===== config.mk =====
export PLATFORM = sky130hd
export DESIGN_NAME = alu
export DESIGN_NICKNAME = d
export VERILOG_FILES = /design/src/cpuPkg.sv /design/src/alu.sv
export SDC_FILE = /design/constraint.sdc
export NUM_CORES = 1
export LEC_CHECK = 0
export BUFFER_PORTS_ARGS = -buffer_cell sky130_fd_sc_hd__buf_2
export CAP_MARGIN = 15
export CORE_MARGIN = 2
export CORE_UTILIZATION = 55
export DETAILED_ROUTE_END_ITERATION = 8
export PLACE_DENSITY = 0.8
export SKIP_LAST_GASP = 1
export SYNTH_ARGS = -nofsm -noshare
export SYNTH_HDL_FRONTEND = slang
export SYNTH_SLANG_ARGS = --single-unit
export TNS_END_PERCENT = 100

===== constraint.sdc =====
create_clock -name vclk -period 5.15
set_input_delay 0.7725 -clock vclk [all_inputs]
set_output_delay 0.7725 -clock vclk [all_outputs]
set_load 0.01 [all_outputs]

===== src/cpuPkg.sv =====
`default_nettype none

package cpuPkg;

	localparam int memDepth    = 64;
	localparam int memAddrBits = 6;

	// Primary opcodes
	localparam logic [5:0] opRType = 6'b000000;
	localparam logic [5:0] opAddi  = 6'b001000;
	localparam logic [5:0] opLw    = 6'b100011;
	localparam logic [5:0] opSw    = 6'b101011;
	localparam logic [5:0] opBeq   = 6'b000100;
	localparam logic [5:0] opBne   = 6'b000101;
	localparam logic [5:0] opBgtz  = 6'b000111;

	// R-type function codes
	localparam logic [5:0] fnAdd  = 6'b100000;
	localparam logic [5:0] fnAddu = 6'b100001;
	localparam logic [5:0] fnSub  = 6'b100010;
	localparam logic [5:0] fnSubu = 6'b100011;
	localparam logic [5:0] fnAnd  = 6'b100100;
	localparam logic [5:0] fnOr   = 6'b100101;
	localparam logic [5:0] fnSll  = 6'b000000;
	localparam logic [5:0] fnSlt  = 6'b101010;
	localparam logic [5:0] fnSltu = 6'b101011;

	typedef struct packed {
		logic [5:0] op;
		logic [4:0] rs;
		logic [4:0] rt;
		logic [4:0] rd;
		logic [4:0] shamt;
		logic [5:0] funct;
	} rType_s;

	typedef struct packed {
		logic [5:0]  op;
		logic [4:0]  rs;
		logic [4:0]  rt;
		logic [15:0] imm16;
	} iType_s;

	// Same 32 bits seen as register form or immediate form
	typedef union packed {
		rType_s rType;
		iType_s iType;
	} instWord_u;

	// Encoding 3'd4 is left unused
	typedef enum logic [2:0] {
		aluAnd  = 3'd0,
		aluOr   = 3'd1,
		aluAdd  = 3'd2,
		aluSltS = 3'd3,
		aluSll  = 3'd5,
		aluSub  = 3'd6,
		aluSltU = 3'd7
	} aluOp_e;

	typedef struct packed {
		logic   regWr;
		logic   regDst;
		logic   aluSrc;
		logic   memWr;
		logic   memToReg;
		logic   branchEq;
		logic   branchNe;
		logic   branchGtz;
		aluOp_e aluOp;
	} ctrl_s;

	typedef enum logic [1:0] {
		fwdNone,
		fwdExMem,
		fwdMemWb
	} fwdSel_e;

	typedef struct packed {
		logic        valid;
		logic [31:0] pcPlus4;
		instWord_u   inst;
	} ifId_s;

	typedef struct packed {
		logic        valid;
		ctrl_s       ctrl;
		logic [31:0] pcPlus4;
		logic [31:0] busA;
		logic [31:0] busB;
		logic [4:0]  rs;
		logic [4:0]  rt;
		logic [4:0]  rd;
		logic [4:0]  shamt;
		logic [31:0] imm32;
	} idEx_s;

	typedef struct packed {
		logic        valid;
		logic        regWr;
		logic        memWr;
		logic        memToReg;
		logic [4:0]  rw;
		logic [31:0] aluOut;
		logic [31:0] storeData;
	} exMem_s;

	typedef struct packed {
		logic        valid;
		logic        regWr;
		logic        memToReg;
		logic [4:0]  rw;
		logic [31:0] aluOut;
		logic [31:0] memData;
	} memWb_s;

	typedef struct packed {
		logic        valid;
		logic [4:0]  rw;
		logic [31:0] data;
	} retire_s;

	typedef struct packed {
		logic                   valid;
		logic [memAddrBits-1:0] addr;
		logic [31:0]            data;
	} store_s;

endpackage

`default_nettype wire


===== src/alu.sv =====
`timescale 1ns/1ps
`default_nettype none

module alu (
	input  cpuPkg::aluOp_e op,
	input  logic [31:0]    a,
	input  logic [31:0]    b,
	input  logic [4:0]     shamt,
	output logic [31:0]    result,
	output logic           zero
);
	import cpuPkg::*;

	always_comb begin
		case (op)
			aluAnd: begin
				result = a & b;
			end
			aluOr: begin
				result = a | b;
			end
			// Wraps modulo 2^32
			aluAdd: begin
				result = a + b;
			end
			aluSub: begin
				result = a - b;
			end
			aluSltS: begin
				result = {31'd0, $signed(a) < $signed(b)};
			end
			aluSltU: begin
				result = {31'd0, a < b};
			end
			// sll takes the rt operand, not rs
			aluSll: begin
				result = b << shamt;
			end
			default: begin
				result = '0;
			end
		endcase
	end

	assign zero = (result == '0);

endmodule

`default_nettype wire


Word level (Yosys, flattened, before mapping)
Cells that the tools add are included.

Bits in latches: 0. RAM bits: 0. ROM bits: 0. Flip-flop bits (word level): 0. Memories kept: 0. Logic and storage cells: 16. Output and inout bits: 33. Input bits: 72.

Divide/modulo/power cells: 0. Multiply operators: 0. Eq/ne operators: 6. Multiplexer cells: 1. Add/subtract/negate cells: 2. Bitwise gates (word level): 2. Shift-type cells: 1. Reduce and logical (&&, ||, !) cells: 2. Order comparisons: 2.

Operator list (number): 32-bit one-hot mux with 7 select lines (1); 32-bit < comparator (2); 32-bit adder (1); 32-bit AND (1); 32-bit zero test (1); 32-bit bitwise OR (1); 32-bit by 5-bit << shifter with 32-bit output (1); 32-bit subtractor (1); 3-bit equality test, second input constant (3); 3-bit by 2-bit equality test with 1-bit output, second input constant (2); 3-bit by 1-bit equality test with 1-bit output, second input constant (1); 3-bit zero test (1).

Longest topological paths before layout
Gate-level depths: netlist of the first run.

Depth in word-level cells: 3. Mapped depth: 15. Depth with buffers taken out: 14.

Least setup slack after synthesis of the first run
Ideal clock, no wire load.

Kind: input port to output port. Start: input port a[1]. End: output port zero. Path slack: -74 ps. Arrival: 4452 ps. Path buffers: 0. Stages on the path: 13. Data required time: 4378 ps. Cell sequence: inv_1 -> ha_1 -> o21ba_2 -> or4_4 -> and2_4 -> o311a_1 -> or4_1 -> a31o_1 -> or4b_1 -> nor4_1 -> nand4_1 -> or4_1 -> nor3_2.

Cells in the longest elaborated chain, start to end: 3. Elaborated cells on any way between the ends: 8. Classes of those cells: add/sub: 2; order compare: 2; mux: 1; bitwise: 2; reduce/logical: 1.

Ends and longest elaborated chain: start: declaration (line alu.sv:6) `input logic [31:0] a,`; 32-bit subtractor / 32-bit adder (equally long branches) (line alu.sv:27, alu.sv:24); 32-bit one-hot mux with 7 select lines * (line alu.sv:15) `case (op)`; net result[7] (line alu.sv:9) `output logic [31:0] result,`; 32-bit zero test * (line alu.sv:45) `assign zero = (result == '0);`; end: declaration (line alu.sv:10) `output logic zero`.

The timed path passes the listed nets; every way through them passes the cells marked *.

Final worst setup path of the first run
Start: input port a[1]. End: output port zero.

Cells in the longest elaborated chain, start to end: 3. Elaborated cells on any way between the ends: 8. Classes of those cells: add/sub: 2; order compare: 2; mux: 1; bitwise: 2; reduce/logical: 1.

Ends and longest elaborated chain: 32-bit subtractor (tied with other cells) (line alu.sv:27) `result = a - b;`; 32-bit one-hot mux with 7 select lines * (line alu.sv:15); 32-bit zero test * (line alu.sv:45).

Mark *: on every way between the ends. The rest lies on a longest branch, timed or not.

==> results of run 1 <==
==> tightest hold or removal path: cells and delay by family <==
kind	cells	cell delay (ns)
AO/OA/AOI/OAI	2	0.24
adder cells (fa/ha/maj)	1	0.13
buffers and inverters	3	0.31
AND/OR/NAND/NOR	1	0.08
==> area by class of cell <==
| cell class | count | area (µm²) | share of cell area [%] |
|---|---|---|---|
| Inverter | 116 | 439 | 4.73 |
| Multi-Input combinational cell | 864 | 6570 | 70.8 |
| Tap cell | 172 | 215 | 2.32 |
| Timing Repair Buffer | 308 | 2060 | 22.2 |
==> cells by family after synthesis <==
family,after synthesis
AOI/OAI and AO/OA,350
xor gates and xnor gates,18
adders and majority gates,99
buffers and inverters,186
muxes,97
and+or+nand+nor,300
==> where the power goes <==
part	switching (W)	internal, W
Combinational	0.000655	0.000484
Sequential	0	0
Clock	0	0
Total	0.000655	0.000484
==> metal layers <==
layer | global-route usage, % | up-vias | routed length [µm]
li1 | - | 4358 | -
met1 | 53.8 | 4412 | 12200
met2 | 75.1 | 717 | 14600
met3 | 7.53 | 169 | 3510
met5 | 0 | - | 0
met4 | 24.5 | 0 | 2510
==> cells in the final DEF (no fill, tap or decap), types with 11 or more instances in the layout <==
cell type	count
nor3_1	25
ha_1	96
buf_2	105
a21o_1	18
o22ai_1	15
nor2_1	76
mux4_2	21
o21ai_0	65
nand3_1	27
buf_4	202
o211ai_1	17
mux2_2	11
inv_1	112
a211oi_1	19
a21oi_1	85
o31ai_1	15
xnor2_1	15
nand2_1	86
mux2i_1	65
==> worst max path at each step <==
| stage | start | endpoint | slack, ns | cells past startpoint |
|---|---|---|---|---|
| after floorplan | b[1] | zero | 0.03 | 13 |
| after global placement | a[1] | zero | -0.28 | 15 |
| after detailed placement | a[1] | zero | -0.30 | 15 |
| after CTS | a[1] | zero | -0.26 | 15 |
| after global routing | a[1] | zero | -0.28 | 19 |
| final | a[1] | zero | -0.21 | 15 |
==> through the flow <==
step | utilization (%) | setup TNS [ns] | area, µm²
floorplan | - | 0 | 7200
global placement | 72.5 | -0.281 | 9190
detailed placement | 72.5 | -0.298 | 9190
CTS | 72.7 | -0.258 | 9210
global route | 73.3 | -0.281 | 9290
finish | 73.3 | -0.208 | 9290
==> what timing repair did <==
action	in CTS	in global routing
endpoints found under the setup margin	1	1
pin swaps	2	9
resized for setup	4	17
cloned	0	0
==> flow_metrics.env, run 1 <==
export IMPL_path_delay_family="simple AND/OR/NAND/NOR gates"
export IMPL_synthAdderAreaFrac_pct=17.5
export IMPL_synth_nets=1221
export IMPL_synth_top_family_by_area="compound AO/OA/AOI/OAI gates"
export IMPL_final_max_slew_viol_count=0
export IMPL_finalPower_w=0.00114
export IMPL_synth_xor_area_share_pct=2.20
export IMPL_grt_max_degree=41
export IMPL_cts_hold_buffers=0
export IMPL_maxCapViolations=0
export IMPL_syn_mean_instance_area_um2=6.84
export IMPL_post_drt_via_cell_ratio=6.61
export IMPL_hp_class="input pin to output port"
export IMPL_synth_top_area_share_pct=16.9
export IMPL_routed_wl_um=32800
export IMPL_synth_area_leaders="ha_1 17%, mux2i_1 9.1%, mux4_2 6.6%"
export IMPL_io_buffers=105
export IMPL_holdPathStages=7
export IMPL_rows=41
export IMPL_synth_cell_types=78
export IMPL_hold_start="a[4]"
export IMPL_path_cells="buf_2 > clkinvlp_4 > ha_4 > o21ba_2 > or4_4 > and2_4 > o311a_1 > or4_1 > a31o_1 > or4b_4 > nor4_2 > nand4_1 > or4_4 > nor3_2 > buf_2"
export IMPL_critical_path_required_ns=4.38
export IMPL_yosysWarnings=0
export IMPL_worstMarginPinSlew_ns=0.857
export IMPL_synth_compound_area_share_pct=32.7
export IMPL_antenna_left=0
export IMPL_finalHoldViolCount=0
export IMPL_dpl_hpwl_um=27500
export IMPL_maxSlewHeadroom_pct=42.6
export IMPL_setup_viol=1
export IMPL_n_fill_cell=1110
export IMPL_die_w_um=118
export IMPL_worstSetupPathType="input pin to output port"
export IMPL_syn_inst=1050
export IMPL_wl_per_cell_um=22.5
export IMPL_violations="setup timing"
export IMPL_overflow=0
export IMPL_grt_pass1_wl_um=49900
export IMPL_fp_dieH_um=118
export IMPL_synth_simple_area_share_pct=20.2
export IMPL_grt_usage_pct=44.6
export IMPL_min_to="result[4]"
export IMPL_ys_seq_area_share_pct=0
export IMPL_drive_above_1_share_pct=29.3
export IMPL_dr_first_iter_drc_count=1152
export IMPL_crit_buf_inv=3
export IMPL_remaining_drc_errors=0
export IMPL_place_worst_setup_slack_ns=-0.298
export IMPL_synth_area_mux_share_pct=17.4
export IMPL_gp_congestion=1.08
export IMPL_ioPinCount=105
export IMPL_min_period_ns=5.36
export IMPL_peakVddDrop_v=0.0000754
export IMPL_syn_to_final_growth_pct=29.4
export IMPL_rsz0062_at_grt="yes"
export IMPL_cp_slowest_cell="or4_1"
export IMPL_initial_utilization_pct=56.7
export IMPL_max_freq_mhz=187
export IMPL_critPathMaxStageDelay_ns=0.50
export IMPL_via_count=9656
export IMPL_hold_ws_ns=2.31
export IMPL_status="finished with violations"
export IMPL_synth_top_area_cell="ha_1"
export IMPL_antenna_cells=0
export IMPL_worstPathArrival_ns=4.59
export IMPL_cts_setup_buffers=0
export IMPL_mappedNetlistArea_um2=7180
export IMPL_antenna_found_initial=0
export IMPL_die_area_um2=14000
export IMPL_final_cells=1460
export IMPL_synth_top_cells_by_count="114 x inv_1, 97 x ha_1, 87 x a21oi_1"
export IMPL_finalWorstSetupSlack_ns=-0.208
export IMPL_grt_pass1_vias=9026
export IMPL_p_leak_nw=4.63
export IMPL_coreArea_um2=12700
export IMPL_period_share_pct=104
export IMPL_first_pass_iters=6
export IMPL_worst_setup_path_end_kind="output port"
export IMPL_cp_start_kind="input pin"
export IMPL_n_clock_buffer=0
export IMPL_placed_cells=1460
export IMPL_area_sequential_um2=0
export IMPL_powerDensity_nw_per_um2=123
export IMPL_design_seq_count=0
export IMPL_yosysMostFrequentCell="inv_1"
export IMPL_fin_nets=1461
export IMPL_crit_path_max_fanout=2
Note: power is estimated with default switching activity, not from simulation.
==> inputs of run 2 (changes only) <==
Settings changed: PLACE_DENSITY 0.8 to 0.77.
Clock period 5.15 ns to 6.1 ns, I/O delays scaled along.
==> flow_metrics.env, run 2 (same netlist as run 1, synthesis figures left out) <==
export IMPL_status="finished, final reports clean"
export IMPL_wl_per_cell_um=23.7
export IMPL_die_w_um=118
export IMPL_remaining_drc_errors=0
export IMPL_gp_congestion=1.13
export IMPL_n_fill_cell=1212
export IMPL_cts_setup_buffers=0
export IMPL_grt_pass1_wl_um=47800
export IMPL_antenna_found_initial=0
export IMPL_worst_setup_path_end_kind="output port"
export IMPL_syn_to_final_growth_pct=13.2
export IMPL_coreArea_um2=12700
export IMPL_cp_start_kind="input pin"
export IMPL_crit_path_max_fanout=3
export IMPL_maxSlewHeadroom_pct=51.3
export IMPL_grt_max_degree=34
export IMPL_cts_resized=0
export IMPL_antenna_left=0
export IMPL_cts_hold_buffers=0
export IMPL_hp_class="input pin to output port"
export IMPL_fin_nets=1319
export IMPL_powerDensity_nw_per_um2=102
export IMPL_maxCapViolations=0
export IMPL_setup_viol=0
export IMPL_antenna_cells=0
export IMPL_fp_dieH_um=118
export IMPL_finalInstanceArea_um2=8130
export IMPL_dr_first_iter_drc_count=1332
export IMPL_die_area_um2=14000
export IMPL_finalWorstSetupSlack_ns=0.148
export IMPL_place_worst_setup_slack_ns=0.0626
export IMPL_worstPathArrival_ns=5.04
export IMPL_initial_utilization_pct=56.7
export IMPL_grt_pass1_vias=8536
export IMPL_p_leak_nw=3.92
export IMPL_dpl_hpwl_um=25600
export IMPL_max_freq_mhz=168
export IMPL_area_sequential_um2=0
export IMPL_ioPinCount=105
export IMPL_hold_ws_ns=2.55
export IMPL_n_clock_buffer=0
export IMPL_io_buffers=105
export IMPL_placed_cells=1318
export IMPL_rows=41
export IMPL_final_max_slew_viol_count=0
export IMPL_final_cells=1318
export IMPL_design_seq_count=0
export IMPL_min_period_ns=5.95
export IMPL_drive_above_1_share_pct=19.5
export IMPL_peakVddDrop_v=0.0000613
export IMPL_grt_usage_pct=42.7
export IMPL_via_count=9104
export IMPL_post_drt_via_cell_ratio=6.91
export IMPL_place_area_um2=8100
export IMPL_period_share_pct=97.6
export IMPL_routed_wl_um=31200
export IMPL_overflow=0
export IMPL_finalHoldViolCount=0
export IMPL_worstMarginPinSlew_ns=0.723
export IMPL_first_pass_iters=6
export IMPL_critical_path_required_ns=5.18
export IMPL_worstSetupPathType="input pin to output port"
export IMPL_final_common_cell="inv_1"
export IMPL_final_cell_mix="113 x inv_1, 105 x buf_2, 96 x ha_1"
export IMPL_multi_input_area_um2=6500
export IMPL_fin_tns_setup_ns=0
## run 2: cell count changes in the layout (fill, tap and decap cells not counted), moves of 2 or more
cell	delta
a21oi_1	+2
a21oi_2	-2
buf_4	-141
nor3_1	+2
nor3_2	-2
or4b_4	-2
## run 2: metal layers
metal	track usage, %	wire (µm)	up-vias
met1	53.9	11600	4174
li1	-	-	4090
met5	0	0	-
met4	24.0	2230	0
met3	5.98	3580	126
met2	69.6	13800	714
## run 2: final timing paths
check	from	endpoint	slack, ns	depth (start not counted)
max	a[0]	zero	0.15	16
min	shamt[4]	result[1]	2.55	5
## run 2: power by group
part	switching [W]	internal [W]	total [W]
Sequential	0	0	0
Combinational	0.000519	0.000311	0.000830
Clock	0	0	0
## run 2: final cells by class
class	count	share of cell area (%)
well taps	172	2.65
multi-input cells	864	79.9
repair buffers	166	12.1
inverters	116	5.36
## run 2: worst max-delay path, stage by stage
cell and delay, ns:
buf_2 0.09, inv_1 0.06, ha_1 0.22, fa_1 0.37, o21bai_1 0.21, o211ai_1 0.17, a21oi_1 0.36, nand4_1 0.26
a21oi_1 0.29, nor4_1 0.09, or4b_2 0.66, nor4_1 0.42, nand4_1 0.13, or4_1 0.48, nor3_2 0.16, buf_2 0.14
## run 2: stage by stage
step / total power [W] / utilization, %
4_1_cts: 0.000795 / 63.9
3_5_place_dp: 0.000791 / 63.9
2_1_floorplan: 0.000508 / -
6_report: 0.000830 / 64.2
3_3_place_gp: 0.000790 / 63.9
5_1_grt: 0.000881 / 64.2
